### src/bldc_pkg.sv
/* Shared widths, PWM and dead-time constants, hall code table,
   step decode functions and packed structs for the BLDC channel */

package bldc_pkg;

    // ========================================================================
    // Widths and timing constants
    // ========================================================================
    localparam int duty_cmd_width   = 9;     // Direction bit plus 8 magnitude bits
    localparam int duty_width       = 9;     // Internal duty and PWM counter
    localparam int pwm_period       = 512;   // Clocks per PWM period
    localparam int dead_time        = 10;    // Both switches off on a role change
    localparam int dead_cnt_width   = 4;     // Holds dead_time
    localparam int enc_count_width  = 15;
    localparam int hall_count_width = 7;

    // Valid hall codes in forward order, index 0 is 001
    localparam logic [5:0][2:0] hall_seq = {3'b101, 3'b100, 3'b110,
                                            3'b010, 3'b011, 3'b001};

    // Forward six-step table, phase index per hall position (A=0, B=1, C=2)
    localparam logic [5:0][1:0] step_high = {2'd2, 2'd2, 2'd1, 2'd1, 2'd0, 2'd0};
    localparam logic [5:0][1:0] step_low  = {2'd1, 2'd0, 2'd0, 2'd2, 2'd2, 2'd1};

    // Result of comparing two hall codes
    localparam logic [1:0] step_none = 2'd0;
    localparam logic [1:0] step_fwd  = 2'd1;
    localparam logic [1:0] step_rev  = 2'd2;
    localparam logic [1:0] step_skip = 2'd3;

    // ========================================================================
    // Types
    // ========================================================================
    typedef struct packed {
        logic                      direction;   // 1 is reverse
        logic [duty_cmd_width-2:0] magnitude;
    } duty_cmd_t;

    typedef struct packed {
        logic [2:0] high;
        logic [2:0] low;
    } phase_drive_t;

    typedef struct packed {
        logic       connected;
        logic       fault;
        logic       valid;
        logic [2:0] code;   // Synchronised hall code
    } hall_status_t;

    typedef enum logic [1:0] {
        role_off,
        role_src,
        role_snk
    } phase_role_t;

    // Position of a code in hall_seq, 7 for 000 and 111
    function automatic logic [2:0] hall_pos(logic [2:0] code);
        hall_pos = 3'd7;
        for (int i = 0; i < 6; i++) begin
            if (hall_seq[i] == code) begin
                hall_pos = i[2:0];
            end
        end
    endfunction

    function automatic logic [1:0] hall_step(logic [2:0] prev, logic [2:0] cur);
        logic [2:0] p;
        logic [2:0] c;
        p = hall_pos(prev);
        c = hall_pos(cur);
        if (p == 3'd7 || c == 3'd7 || p == c) begin
            hall_step = step_none;
        end else if (c == ((p == 3'd5) ? 3'd0 : p + 3'd1)) begin
            hall_step = step_fwd;
        end else if (c == ((p == 3'd0) ? 3'd5 : p - 3'd1)) begin
            hall_step = step_rev;
        end else begin
            hall_step = step_skip;  // Non-adjacent valid codes
        end
    endfunction

endpackage

### src/bldc_commutator.sv
/* Six-step phase selection from hall position and direction,
   with per-phase dead-time insertion */

`timescale 1ns/10ps

module bldc_commutator (
    input  logic                   clk,
    input  logic                   arst_n,
    input  logic                   en,
    input  logic                   direction,   // 1 runs the sequence in reverse
    input  bldc_pkg::hall_status_t status,
    input  logic                   pwm_on,
    output bldc_pkg::phase_drive_t phase
);

    logic [2:0]                          pos;
    logic [2:0]                          step;
    logic [1:0]                          src_idx;
    logic [1:0]                          snk_idx;
    logic                                active;
    bldc_pkg::phase_role_t               role_next [3];
    bldc_pkg::phase_role_t               role_q    [3];
    logic [bldc_pkg::dead_cnt_width-1:0] dead_cnt  [3];

    assign active = en && status.valid && !status.fault;
    assign pos    = bldc_pkg::hall_pos(status.code);
    assign step   = (pos > 3'd5) ? 3'd0 : pos;  // Only used while valid

    // ========================================================================
    // Role selection
    // ========================================================================
    always_comb begin
        if (direction) begin
            src_idx = bldc_pkg::step_low[step];     // Reverse swaps the pair
            snk_idx = bldc_pkg::step_high[step];
        end else begin
            src_idx = bldc_pkg::step_high[step];
            snk_idx = bldc_pkg::step_low[step];
        end

        for (int i = 0; i < 3; i++) begin
            if (!active) begin
                role_next[i] = bldc_pkg::role_off;
            end else if (i == src_idx) begin
                role_next[i] = bldc_pkg::role_src;
            end else if (i == snk_idx) begin
                role_next[i] = bldc_pkg::role_snk;
            end else begin
                role_next[i] = bldc_pkg::role_off;  // Floating phase
            end
        end
    end

    // ========================================================================
    // Per-phase role register and dead-time counter
    // ========================================================================
    always_ff @(posedge clk or negedge arst_n) begin
        if (!arst_n) begin
            for (int i = 0; i < 3; i++) begin
                role_q[i]   <= bldc_pkg::role_off;
                dead_cnt[i] <= '0;
            end
        end else begin
            for (int i = 0; i < 3; i++) begin
                if (role_next[i] != role_q[i]) begin
                    // A further change during dead time restarts the count
                    role_q[i]   <= role_next[i];
                    dead_cnt[i] <= bldc_pkg::dead_time[bldc_pkg::dead_cnt_width-1:0];
                end else if (dead_cnt[i] != '0) begin
                    dead_cnt[i] <= dead_cnt[i] - 1'b1;
                end
            end
        end
    end

    // Sourcing high follows PWM, sinking low stays on
    always_comb begin
        for (int i = 0; i < 3; i++) begin
            phase.high[i] = active && (dead_cnt[i] == '0) &&
                            (role_q[i] == bldc_pkg::role_src) && pwm_on;
            phase.low[i]  = active && (dead_cnt[i] == '0) &&
                            (role_q[i] == bldc_pkg::role_snk);
        end
    end

endmodule

### src/bldc_encoder_counter.sv
/* Quadrature encoder input synchroniser and x4 up/down tick counter */

`timescale 1ns/10ps

module bldc_encoder_counter (
    input  logic                                 clk,
    input  logic                                 arst_n,
    input  logic [1:0]                           enc,
    input  logic                                 clear,
    output logic [bldc_pkg::enc_count_width-1:0] count
);

    logic [1:0] enc_s1;
    logic [1:0] enc_s2;
    logic [1:0] enc_prev;
    logic [1:0] pos_new;
    logic [1:0] pos_old;
    logic [1:0] delta;

    // Gray 00, 01, 11, 10 mapped onto positions 0..3
    always_comb begin
        pos_new = {enc_s2[1], enc_s2[1] ^ enc_s2[0]};
        pos_old = {enc_prev[1], enc_prev[1] ^ enc_prev[0]};
        delta   = pos_new - pos_old;    // 1 forward, 3 reverse, 2 illegal jump
    end

    always_ff @(posedge clk or negedge arst_n) begin
        if (!arst_n) begin
            enc_s1   <= 2'b00;
            enc_s2   <= 2'b00;
            enc_prev <= 2'b00;
            count    <= '0;
        end else begin
            enc_s1   <= enc;
            enc_s2   <= enc_s1;
            enc_prev <= enc_s2;

            if (clear) begin
                count <= '0;
            end else if (delta == 2'd1) begin
                count <= count + 1'b1;
            end else if (delta == 2'd3) begin
                count <= count - 1'b1;
            end
        end
    end

endmodule

### src/bldc_hall_counter.sv
/* Hall step counter, counts forward and reverse steps through the hall sequence */

`timescale 1ns/10ps

module bldc_hall_counter (
    input  logic                                  clk,
    input  logic                                  arst_n,
    input  bldc_pkg::hall_status_t                status,
    input  logic                                  clear,
    output logic [bldc_pkg::hall_count_width-1:0] count
);

    logic [2:0] code_prev;
    logic [1:0] step;
    logic       step_up;
    logic       step_down;

    // Compare the newest status code with the one seen a cycle earlier
    assign step      = bldc_pkg::hall_step(code_prev, status.code);
    assign step_up   = status.valid && (step == bldc_pkg::step_fwd);
    assign step_down = status.valid && (step == bldc_pkg::step_rev);

    always_ff @(posedge clk or negedge arst_n) begin
        if (!arst_n) begin
            code_prev <= 3'b111;
            count     <= '0;
        end else begin
            code_prev <= status.code;

            if (clear) begin
                count <= '0;            // Clear wins over a step
            end else if (step_up) begin
                count <= count + 1'b1;
            end else if (step_down) begin
                count <= count - 1'b1;
            end
        end
    end

endmodule

### src/bldc_hall_monitor.sv
/* Hall input synchroniser with illegal code and skipped step detection,
   producing the hall status struct */

`timescale 1ns/10ps

module bldc_hall_monitor (
    input  logic                   clk,
    input  logic                   arst_n,
    input  logic                   en,
    input  logic [2:0]             hall,
    output bldc_pkg::hall_status_t status
);

    logic [2:0] hall_s1;
    logic [2:0] hall_s2;
    logic       valid_next;
    logic       skip;
    logic       fault_next;
    logic       connected_next;

    // ========================================================================
    // Code checks on the synchronised hall code
    // ========================================================================
    always_comb begin
        valid_next = (hall_s2 != 3'b000) && (hall_s2 != 3'b111);
        skip       = (bldc_pkg::hall_step(status.code, hall_s2) == bldc_pkg::step_skip);

        if (!en) begin
            fault_next = 1'b0;              // Disable clears a latched fault
        end else if (hall_s2 == 3'b000 || skip) begin
            fault_next = 1'b1;
        end else begin
            fault_next = status.fault;
        end

        // 111 reads as unplugged sensors
        connected_next = (hall_s2 != 3'b111) && !fault_next;
    end

    always_ff @(posedge clk or negedge arst_n) begin
        if (!arst_n) begin
            // Idle as disconnected so the flush after reset cannot latch fault
            hall_s1          <= 3'b111;
            hall_s2          <= 3'b111;
            status.connected <= 1'b0;
            status.fault     <= 1'b0;
            status.valid     <= 1'b0;
            status.code      <= 3'b111;
        end else begin
            hall_s1          <= hall;
            hall_s2          <= hall_s1;
            status.connected <= connected_next;
            status.fault     <= fault_next;
            status.valid     <= valid_next;
            status.code      <= hall_s2;
        end
    end

endmodule

### src/bldc_motor.sv
/* BLDC motor channel top level with encoder and hall counters, hall monitor,
   duty ramp and six-step commutator */

`timescale 1ns/10ps

module bldc_motor (
    input  logic                                  clk,
    input  logic                                  arst_n,
    input  logic                                  en,
    input  bldc_pkg::duty_cmd_t                   cmd,
    input  logic [1:0]                            enc,
    input  logic [2:0]                            hall,
    input  logic                                  enc_clear,
    input  logic                                  hall_clear,
    output bldc_pkg::phase_drive_t                phase,
    output logic [bldc_pkg::enc_count_width-1:0]  enc_count,
    output logic [bldc_pkg::hall_count_width-1:0] hall_count,
    output logic                                  connected
);

    bldc_pkg::hall_status_t hall_status;
    logic                   pwm_on;

    // ========================================================================
    // Sensors
    // ========================================================================
    bldc_encoder_counter encoder_counter (
        .clk        ( clk           ),
        .arst_n     ( arst_n        ),
        .enc        ( enc           ),
        .clear      ( enc_clear     ),
        .count      ( enc_count     )
    );

    bldc_hall_monitor hall_monitor (
        .clk        ( clk           ),
        .arst_n     ( arst_n        ),
        .en         ( en            ),
        .hall       ( hall          ),
        .status     ( hall_status   )
    );

    bldc_hall_counter hall_counter (
        .clk        ( clk           ),
        .arst_n     ( arst_n        ),
        .status     ( hall_status   ),
        .clear      ( hall_clear    ),
        .count      ( hall_count    )
    );

    // ========================================================================
    // Drive path
    // ========================================================================
    bldc_pwm_ramp pwm_ramp (
        .clk        ( clk           ),
        .arst_n     ( arst_n        ),
        .en         ( en            ),
        .cmd        ( cmd           ),
        .duty       (               ),  // Applied duty, seen through pwm_on
        .pwm_on     ( pwm_on        )
    );

    bldc_commutator commutator (
        .clk        ( clk           ),
        .arst_n     ( arst_n        ),
        .en         ( en            ),
        .direction  ( cmd.direction ),
        .status     ( hall_status   ),
        .pwm_on     ( pwm_on        ),
        .phase      ( phase         )
    );

    assign connected = hall_status.connected;   // Already excludes fault

endmodule

### src/bldc_pwm_ramp.sv
/* Free-running PWM counter, duty ramp toward the command and PWM on signal */

`timescale 1ns/10ps

module bldc_pwm_ramp (
    input  logic                            clk,
    input  logic                            arst_n,
    input  logic                            en,
    input  bldc_pkg::duty_cmd_t             cmd,
    output logic [bldc_pkg::duty_width-1:0] duty,
    output logic                            pwm_on
);

    logic [bldc_pkg::duty_width-1:0] pwm_cnt;
    logic [bldc_pkg::duty_width-1:0] target;
    logic                            wrap;

    // Magnitude shifted left by one into the duty width
    assign target = {cmd.magnitude, 1'b0};
    assign wrap   = (int'(pwm_cnt) == bldc_pkg::pwm_period - 1);

    // ========================================================================
    // Period counter and ramped duty
    // ========================================================================
    always_ff @(posedge clk or negedge arst_n) begin
        if (!arst_n) begin
            pwm_cnt <= '0;
        end else if (wrap) begin
            pwm_cnt <= '0;
        end else begin
            pwm_cnt <= pwm_cnt + 1'b1;
        end
    end

    // One step of 2 counts per period keeps startup current down
    always_ff @(posedge clk or negedge arst_n) begin
        if (!arst_n) begin
            duty <= '0;
        end else if (!en) begin
            duty <= '0;
        end else if (wrap) begin
            if (duty < target) begin
                duty <= duty + 2'd2;
            end else if (duty > target) begin
                duty <= duty - 2'd2;
            end
        end
    end

    // High time per period equals the applied duty
    assign pwm_on = (pwm_cnt < duty);

endmodule

### config.mk
export PLATFORM = sky130hd
export DESIGN_NAME = bldc_motor
export DESIGN_NICKNAME = d
export VERILOG_FILES = /design/src/bldc_pkg.sv /design/src/bldc_commutator.sv /design/src/bldc_encoder_counter.sv /design/src/bldc_hall_counter.sv /design/src/bldc_hall_monitor.sv /design/src/bldc_motor.sv /design/src/bldc_pwm_ramp.sv
export SDC_FILE = /design/constraint.sdc
export NUM_CORES = 1
export LEC_CHECK = 0
export ABC_AREA = 1
export ABC_CLOCK_PERIOD_IN_PS = 2800
export BUFFER_PORTS_ARGS = -buffer_cell sky130_fd_sc_hd__buf_4
export CAP_MARGIN = 20
export CORE_ASPECT_RATIO = 1.1
export CORE_MARGIN = 4
export CORE_UTILIZATION = 53
export CTS_CLUSTER_DIAMETER = 40
export DETAILED_ROUTE_END_ITERATION = 6
export PLACE_DENSITY_LB_ADDON = 0.25
export SLEW_MARGIN = 15
export SYNTH_ARGS = -nofsm -noshare
export SYNTH_HDL_FRONTEND = slang
export SYNTH_SLANG_ARGS = --single-unit
### constraint.sdc
create_clock -name clk -period 2.8 [get_ports clk]
set_input_delay 0.42 -clock clk [delete_from_list [all_inputs] [get_ports clk]]
set_output_delay 0.42 -clock clk [all_outputs]
set_load 0.02 [all_outputs]
* Word level (Yosys, flattened, before mapping)
Memory sizes are Yosys's and may differ from the RTL's.
Cells that the tools add are included.
** Word-level totals
- Register bits after elaboration :: 79
- Memory bits (writable) :: 0
- Latch bits :: 0
- Logic and storage cells :: 199
- Bits of input ports :: 19
- Output and inout port bits :: 29
- Bits in read-only memories :: 32
- Memories kept :: 2
** Operators by class
- Eq/ne operators :: 51
- Divide/modulo/power cells :: 0
- Shifts and indexed selects :: 0
- Bitwise gates (word level) :: 2
- Add/subtract/negate cells :: 15
- Reduce and logical (&&, ||, !) cells :: 43
- Order comparisons :: 5
- Multipliers :: 0
- Muxes and demuxes :: 61
** Memories
- (no name shown) :: words 8, width 2, rd ports 1, clocked after Yosys merged registers in 0, write ports 0, RTL line bldc_commutator.sv:34 : src_idx = bldc_pkg::step_low[step];
- (no name shown) :: words 8, width 2, rd ports 1, clocked after Yosys merged registers in 0, write ports 0, RTL line bldc_commutator.sv:35 : snk_idx = bldc_pkg::step_high[step];
** Operator list (number)
- 3-bit two-way mux :: 23
- 15-bit two-way mux :: 3
- 9-bit two-way mux :: 5
- 2-bit two-way mux :: 17
- 3-bit equality test, first input constant :: 9
- 4-bit two-way mux :: 6
- 7-bit two-way mux :: 3
- 2-bit by 3-bit equality test with 1-bit output, first input constant :: 6
- 3-bit equality test :: 6
- 1-bit logical AND :: 18
- 9-bit < comparator :: 2
- 15-bit by 1-bit adder with 15-bit output, second input constant :: 1
- 3-bit equality test, second input constant :: 5
- 15-bit by 1-bit subtractor with 15-bit output, second input constant :: 1
- 2-bit equality test, second input constant :: 6
- 4-bit logical NOT :: 3
- 4-bit nonzero test :: 3
- 4-bit by 1-bit subtractor with 4-bit output, second input constant :: 3
- 2-bit by 1-bit equality test with 1-bit output, second input constant :: 5
- 9-bit by 1-bit adder with 9-bit output, second input constant :: 1
- 9-bit by 2-bit adder with 9-bit output, second input constant :: 1
- 1-bit by 3-bit equality test with 1-bit output, first input constant :: 3
- 9-bit by 1-bit equality test with 1-bit output, second input constant :: 1
- 9-bit > comparator :: 1
- 23 further kinds :: 45

* Logic depth before layout (Yosys ltp)
Gate-level depths: netlist (run 1).
- Word-level depth :: 19
- Mapped depth :: 26

* Modules after synthesis
From an unflattened synthesis (run 1), not the netlist that was laid out.
** Unflattened totals
- Cell total of the unflattened synthesis :: 825
- Area total of the unflattened synthesis :: 5791.8 um^2
** Modules (own cells, without submodules)
- bldc_encoder_counter :: area each 1670.4 um^2, instances 1, cells each 250, sequential area each 525.5 um^2
- bldc_pwm_ramp :: area each 1408.9 um^2, instances 1, cells each 184, sequential area each 425.4 um^2
- bldc_commutator :: area each 1108.6 um^2, instances 1, cells each 155, sequential area each 450.4 um^2
- bldc_hall_counter :: area each 939.7 um^2, instances 1, cells each 141, sequential area each 254.0 um^2
- bldc_hall_monitor :: area each 664.4 um^2, instances 1, cells each 95, sequential area each 311.5 um^2

* Least setup slack after synthesis (run 1)
No wires, ideal clock.
- Kind :: reg2reg
- Start :: register hall_counter.code_prev[0]
- End :: register hall_counter.count[6] (netlist name)
- Stages on the path, launching flop included :: 26
- Period minus slack after synthesis :: 3.026 ns
- Required time :: 2.683 ns
- Arrival time :: 2.909 ns
- Library setup time :: 0.117 ns
- Slack :: -0.226 ns
- Cell sequence :: dfstp_2 > inv_1 > nand2_1 > nand3_1 > nand2_1 > nor2_1 > ha_1 > nand2_1 > nand2_1 > nand2_1 > nor2_4 > nand2_1 > nor2_2 > nand2_1 > ha_1 > inv_1 > o21ai_0 > nand2_1 > nand3_1 > nand2_1 > nand2_1 > inv_1 > nand2_1 > nand2_1 > nand3_1 > nand2_1
** Between the ends
- Word-level cells in the longest chain between the ends :: 17
** RTL lines
- start: declaration :: RTL line bldc_hall_counter.sv:13 : logic [2:0] code_prev;
- start signal: assignment :: RTL line bldc_hall_counter.sv:28 : code_prev <= status.code;
- 1-bit by 3-bit equality test with 1-bit output :: RTL line bldc_pkg.sv:61 : if (hall_seq[i] == code) begin
- 3-bit two-way mux (5 in series) :: RTL line bldc_pkg.sv:61
- 3-bit two-way mux * :: RTL line bldc_pkg.sv:61
- 3-bit by 1-bit subtractor with 3-bit output / 3-bit logical NOT (equally long branches) :: RTL line bldc_pkg.sv:76 : end else if (c == ((p == 3'd0) ? 3'd5 : p - 3'd1)) begin
- 3-bit two-way mux :: RTL line bldc_pkg.sv:76
- 3-bit equality test :: RTL line bldc_pkg.sv:76
- 1-bit two-way mux :: RTL line bldc_pkg.sv:76
- 2-bit two-way mux :: RTL line bldc_pkg.sv:74 : end else if (c == ((p == 3'd5) ? 3'd0 : p + 3'd1)) begin
- 2-bit two-way mux * :: RTL line bldc_pkg.sv:72 : if (p == 3'd7 || c == 3'd7 || p == c) begin
- 2-bit by 1-bit equality test with 1-bit output :: RTL line bldc_hall_counter.sv:20 : assign step_up = status.valid && (step == bldc_pkg::step_fwd);
- 1-bit logical AND :: RTL line bldc_hall_counter.sv:20
- 7-bit two-way mux :: RTL line bldc_hall_counter.sv:32 : end else if (step_up) begin
- 7-bit two-way mux :: RTL line bldc_hall_counter.sv:30 : if (clear) begin
- end signal: assignment :: RTL line bldc_hall_counter.sv:33 : count <= count + 1'b1;
- end signal: assignment :: RTL line bldc_hall_counter.sv:35 : count <= count - 1'b1;
- end: declaration :: RTL line bldc_hall_counter.sv:10 : output logic [bldc_pkg::hall_count_width-1:0] count
Every way passes the cells marked *; elsewhere a longest branch is shown, timed or not.
A chain may end at the register's enable or synchronous reset.

* Worst setup path in the final report (run 1)
Ends and elaborated chain as after synthesis.

==> results.ini, run 1 <==
[status]
outcome = complete, but fails checks
violations = negative setup slack

[critical_path]
crit_type = reg -> reg
critPathLaunch = hall_counter.code_prev[0]
rr_startpoint = hall_counter.code_prev[0]
reg2reg_setup_slack_ns = -0.27
start_kind = flip-flop
endpoint = hall_counter.count[6]
cp-end-kind = flip-flop
cp_max_fo = 6
worst_ep_required_time_ns = 3.06
reg2regPathDepth = 25
arrival_ns = 3.33
r2r-end = hall_counter.count[6]

[placed_design]
dp_slack_ns = -0.3109
dpl.hpwl_um = 9294
dp_cells = 891
place.gp.congestion = 0.9121
port_buffers = 47

[synth]
synth_fa_ha_area_frac = 0.1236
synthArstFlopShare = 1.000
synth_nets = 770
synthCells = 700
yosys_register_bits = 78
synth_top_family_by_area = simple AND/OR/NAND/NOR gates
synth_compound_gate_area_share = 0.1107
syn_area_per_cell_um2 = 7.634
yosysUniqueCellTypes = 39
ys.flop_type = dfrtp_1
synthXorXnorAreaFrac = 0.05572
ys_warn_count = 0
synthSimpleGateAreaFrac = 0.2639
yosysSeqAreaShare = 0.3681
muxShareOfSynthArea = 0
synth_edf_count = 0
netlist_area_um2 = 5344

[routing]
routed.top_layer = met4
drcViolationCount = 0
detail_route.wirelength.met1_um = 5501
vias = 5072
drt_iter0_markers = 327
dr.pass1.iters = 6
wl_met3_um = 494
wl_per_cell_um = 14.66
routed_wl_um = 13620
ant_nets = 0
vias_per_cell = 5.460
met2_length_um = 7267

[timing]
relSlewSlack = 0.3410
hold_viol = 0
finalSetupViolCount = 7
fin_skew_ns = 0.007742
tightest_slew_ns = 0.9886
rsz0062_at_grt = true
fmax_ghz = 0.3257
holdWs_ns = 0.1605
fin_ws_ns = -0.2704
min_period_over_period = 1.097
slew_viol_final = 0
finalCriticalPeriod_ns = 3.070

[floorplanning]
die-width_um = 103.7
core_area_um2 = 9842
die_h_um = 113.3
io_pins = 48
num_rows = 38
design.die.area_um2 = 11760
start_util = 0.5430

[clock_tree]
cts_tree = yes
htree_levels = 3
path_clk_slew_ns = 0.08
cts_root_buf = clkbuf_8
numCtsBuffers = 9
clk_latency_ns = 0.36
cts.sinks = 78
cts_max_path_buffers = 2

[hold_path]
hp-class = in -> reg
hold_path_startpoint = enc[1]
worstHoldPathCells = 1

[final_layout]
layout-drive-gt1-share = 0.2905
fin_cells = 929
fin_nets = 875
antenna_cells = 0
areaGrowthSynthToFinish_pct = 29.95

[power]
ir_worst_vdd_mv = 0.8283
power_frac_seq = 0.279
swShare = 0.4343
p_clk_frac = 0.147
power_per_cell_area_nw_per_um2 = 822.7
intPower_mw = 3.232
power.leakage_nw = 3.480
combPwrFrac = 0.574
p_switching_mw = 2.481

[global_route]
antenna_found_initial = 0
grt_pass1_vias = 5048
grt_pass1_wl_um = 21640
grt_use_total = 0.2205
grt_max_degree = 79
grt-ovfl-total = 0

[job]
max-cap-violations = 0

[placed cells by master, fill, tap and decap left out, drive strengths merged, types with 12 or more instances in the layout]
cell type    n
nand3       42
dfrtp       66
o21ai       55
buf         96
inv        103
nand2      190
nor2        65
xnor2       14
dfstp       12
xor2        20
a21oi       41
ha          48
[layer usage]
layer	GRT usage	up-vias
li1	-	2474
met1	0.2577	2426
met2	0.4088	135
met4	0.08511	0
met5	0	-
met3	0.03366	37
[synth_stat cells, types with 2 or more instances]
library cell,instances,area (um2)
dfstp_2,12,315.3
ha_1,48,600.6
o21ai_1,3,15.01
a21o_1,3,22.52
nand2_4,3,33.78
dfrtp_1,66,1652
o21bai_1,2,15.01
nor3b_1,2,15.01
nand3_1,38,190.2
nor3_1,8,40.04
xnor2_1,14,122.6
nor4_1,3,18.77
nand4_1,6,37.54
nand3_2,3,30.03
nor2_1,58,217.7
buf_6,2,22.52
o211ai_1,3,22.52
a21oi_1,40,200.2
nand3b_1,2,15.01
inv_1,98,367.9
o21ai_0,51,255.2
inv_2,5,18.77
xor2_1,20,175.2
fa_1,3,60.06
nor2_4,3,33.78
nand2_2,7,43.79
nor2_2,4,25.02
a31oi_1,3,18.77
nand2_1,180,675.7
[power by group through the flow]
stage / Sequential, mW / Clock (mW) / Combinational (mW)
after floorplan: 1.68 / 0 / 1.55
after global placement: 1.56 / 0 / 2.32
after detailed placement: 1.58 / 0 / 2.41
after CTS: 1.56 / 0.860 / 2.48
after global routing: 1.63 / 0.916 / 3.56
final: 1.59 / 0.838 / 3.28
[critical path, stage by stage (launching register included)]
cell     delay, ns
dfstp_2       0.58
inv_2         0.06
nand2_2       0.08
nand3_2       0.07
nand2_2       0.07
nor2_1        0.04
ha_1          0.29
nand2_1       0.05
nand2_1       0.07
nand2_2       0.07
nor2_4        0.11
nand2_4       0.07
nor2_4        0.12
nand2_4       0.12
ha_4          0.30
nand2_1       0.05
inv_1         0.10
nand4_1       0.14
nand3_1       0.11
nand2_1       0.08
nand2_1       0.09
inv_1         0.04
nand2_1       0.06
nand2_1       0.07
nand3_1       0.08
nand2_1       0.06
[cell families (layout without fill, tap and decap cells)]
group,after synthesis,after routing
adder cells (fa/ha/maj),51,51
AO/OA/AOI/OAI,110,110
AND/OR/NAND/NOR,320,320
buffers and inverters,107,216
flip-flops,78,78
XOR/XNOR,34,34
[timing repair]
action,4_1_cts,5_1_grt
resized for setup,4,94
hold endpoints to repair,0,0
setup endpoints to repair,4,20
pin swaps,17,35
cloned,0,1
buffers inserted,6,16
hold buffers,0,0
[layout make-up]
cell class,count,area (um2)
Clock buffer,9,123.9
Clock inverter,6,63.81
Fill cell,731,2898
Inverter,104,392.9
Multi-Input combinational cell,515,3463
Sequential cell,78,1968
Tap cell,120,150.1
Timing Repair Buffer,97,782.0
[sequential cells by signal, indices dropped and copies added, names as in the netlist, 3 cells and up]
name,flops
pwm_ramp.pwm_cnt,9
pwm_ramp.duty,8
commutator.role_q,6
hall_monitor.hall_s1,3
hall_monitor.status,6
commutator.dead_cnt,12
hall_monitor.hall_s2,3
encoder_counter.count,15
hall_counter.count,7
hall_counter.code_prev,3
[worst min-delay path by stage]
stage	to
after floorplan	commutator.dead_cnt[0]
after global placement	encoder_counter.enc_s2[1]
after detailed placement	encoder_counter.enc_s2[1]
after CTS	encoder_counter.enc_s1[1]
after global routing	encoder_counter.enc_s1[1]
final	encoder_counter.enc_s1[1]
[through the flow]
| stage | total power, mW | util | instance area [um2] | setup TNS, ns |
|---|---|---|---|---|
| floorplan | 3.224 | - | 5470 | -0.1177 |
| global placement | 3.883 | 0.6248 | 6150 | -0.1874 |
| detailed placement | 3.988 | 0.6248 | 6150 | -0.6260 |
| CTS | 4.896 | 0.6494 | 6391 | -0.3764 |
| global route | 6.106 | 0.7056 | 6944 | -2.734 |
| finish | 5.713 | 0.7056 | 6944 | -0.7638 |
Note: power is estimated with default switching activity, not from simulation.
==> run 2, diff against run 1 <==
- CORE_UTILIZATION: 53 -> 33
==> run 2 against run 1 <==
Compared with the run above:
- the run still ends with negative setup slack left
- final area increased by 3.2%
- sequential share of layout area decreased by 0.88 points
- non-clock buffer count increased by 10
- largest power group unchanged
- clock power increased by 49%
- first-iteration DRC count decreased by 51%
- sequential cell count unchanged
- wire length decreased by 8.4%
- sequential power about the same
- power increased by 3.3%
- clock-buffer cell count increased by 3
- die area increased by 56%
- critical path type unchanged
- global-route usage decreased by 7.7 points
==> results.ini, run 2 (synthesis results as in run 1) <==
[status]
outcome = complete, but fails checks  ; unchanged
violations = negative setup slack  ; unchanged

[critical_path]
slowest_stage = dfstp_2  ; unchanged
crit_path_frequent_cell = nand2_1  ; unchanged
start_kind = flip-flop  ; unchanged
arrival_ns = 3.19  ; was 3.33 ns
crit_type = reg -> reg  ; unchanged
worst-path-buf-inv = 3  ; unchanged
cp-end-kind = flip-flop  ; unchanged
reg2reg_setup_slack_ns = -0.16  ; was -0.27 ns
cpLargestDelayFamily = simple AND/OR/NAND/NOR gates  ; unchanged
max_stage_delay_ns = 0.56  ; was 0.58 ns
worst_ep_required_time_ns = 3.03  ; was 3.06 ns
cp_max_fo = 7  ; was 6

[floorplanning]
design.die.area_um2 = 18300  ; was 11760 um2
core_area_um2 = 15800  ; was 9842 um2
die_h_um = 141.5  ; was 113.3 um
start_util = 0.3383  ; was 0.5430
die-width_um = 129.3  ; was 103.7 um
num_rows = 48  ; was 38
io_pins = 48  ; unchanged

[routing]
dr.pass1.iters = 4  ; was 6
routed_wl_um = 12470  ; was 13620 um
drcViolationCount = 0  ; unchanged
ant_nets = 0  ; unchanged
drt_iter0_markers = 159  ; was 327
wl_per_cell_um = 12.22  ; was 14.66 um
vias_per_cell = 4.669  ; was 5.460
vias = 4767  ; was 5072

[timing]
finalSetupViolCount = 3  ; was 7
slew_viol_final = 0  ; unchanged
fin_skew_ns = 0.007792  ; was 0.007742 ns
fin_ws_ns = -0.1611  ; was -0.2704 ns
tns_ns = -0.3924  ; was -0.7638 ns
hold_viol = 0  ; unchanged
min_period_over_period = 1.058  ; was 1.097
relSlewSlack = 0.5539  ; was 0.3410
finalCriticalPeriod_ns = 2.961  ; was 3.070 ns
tightest_slew_ns = 0.6685  ; was 0.9886 ns
fmax_ghz = 0.3377  ; was 0.3257 GHz
rsz0062_at_grt = true  ; unchanged
holdWs_ns = 0.09551  ; was 0.1605 ns

[clock_tree]
path_clk_slew_ns = 0.06  ; was 0.08 ns
numCtsBuffers = 9  ; unchanged
htree_levels = 3  ; unchanged
cts_tree = yes  ; unchanged
cts.sinks = 78  ; unchanged
holdBufCountCts = 0  ; unchanged
cts_root_buf = clkbuf_16  ; was clkbuf_8
clk_latency_ns = 0.34  ; was 0.36 ns
cts_max_path_buffers = 2  ; unchanged

[global_route]
grt_use_total = 0.1430  ; was 0.2205
grt_max_degree = 45  ; was 79
grt-ovfl-total = 0  ; unchanged
antenna_found_initial = 0  ; unchanged
grt_pass1_wl_um = 21290  ; was 21640 um
grt_pass1_vias = 4721  ; was 5048

[final_layout]
fin_util = 0.4535  ; was 0.7056
fin_area_um2 = 7163  ; was 6944 um2
final_cell_mix = 163 x nand2_1, 102 x buf_4, 92 x inv_1, 66 x dfrtp_1, 50 x nor2_1  ; was 165 x nand2_1, 92 x inv_1, 91 x buf_4, 65 x dfrtp_1, 49 x nor2_1
antenna_cells = 0  ; unchanged
fin_nets = 886  ; was 875
top_regs = encoder_counter.count (15), commutator.dead_cnt (12), pwm_ramp.pwm_cnt (9)  ; unchanged
largest_reg_flops = 15  ; unchanged
areaGrowthSynthToFinish_pct = 34.04  ; was 29.95%
fin_cells = 1021  ; was 929
final_common_cell = nand2_1  ; unchanged
regMostFlops = encoder_counter.count  ; unchanged
layout-drive-gt1-share = 0.2850  ; was 0.2905

[power]
power_mw = 5.902  ; was 5.713 mW
power.leakage_nw = 3.575  ; was 3.480 nW
power_per_cell_area_nw_per_um2 = 824.0  ; was 822.7 nW/um2
ir_worst_vdd_mv = 0.3456  ; was 0.8283 mV

[placed_design]
dp_cells = 986  ; was 891
dpl_cell_area_um2 = 6375  ; was 6150 um2
place.gp.congestion = 0.8506  ; was 0.9121
dp_slack_ns = -0.2341  ; was -0.3109 ns
port_buffers = 47  ; unchanged
dpl.hpwl_um = 9222  ; was 9294 um

[hold_path]
hp-class = in -> async  ; was in -> reg

[job]
max-cap-violations = 0  ; unchanged

-- run 2: worst paths after layout --
check / start / endpoint / depth (start not counted)
worst min register to register: encoder_counter.enc_s1[0] / encoder_counter.enc_s2[0] / 0
worst max-delay path: hall_counter.code_prev[2] / hall_counter.count[6] / 25
worst min-delay path: arst_n / hall_counter.count[1] / 1
min in group clk: enc[0] / encoder_counter.enc_s1[0] / 1
worst max register to register: hall_counter.code_prev[2] / hall_counter.count[6] / 25
max in group asynchronous: arst_n / commutator.role_q[4] / 2
-- run 2: what timing repair did --
item,CTS,global route
gates cloned,1,0
setup buffers,7,12
pin swaps,15,35
resized for setup,10,69
endpoints found under the hold margin,0,0
endpoints found under the setup margin,6,15
-- run 2: layer usage --
| layer | global-route usage | part of all wire |
|---|---|---|
| met1 | 0.1832 | 0.46 |
| met2 | 0.2404 | 0.49 |
| met3 | 0.02334 | 0.024 |
| met4 | 0.05583 | 0.025 |
| met5 | 0 | 0 |
-- run 2: report_power, final --
part	switching, mW	internal [mW]	total [mW]
clock	0.470	0.781	1.25
sequential	0.229	1.35	1.58
combinational	1.63	1.44	3.07
-- run 2: final cells by class --
type / count / area [um2]
clock buffer: 12 / 236.5
sequential: 78 / 1967
multi-input combinational: 516 / 3403
inverter: 104 / 390.4
clock inverter: 4 / 72.57
tap: 200 / 250.2
timing repair buffer: 107 / 843.3
fill: 1559 / 8632
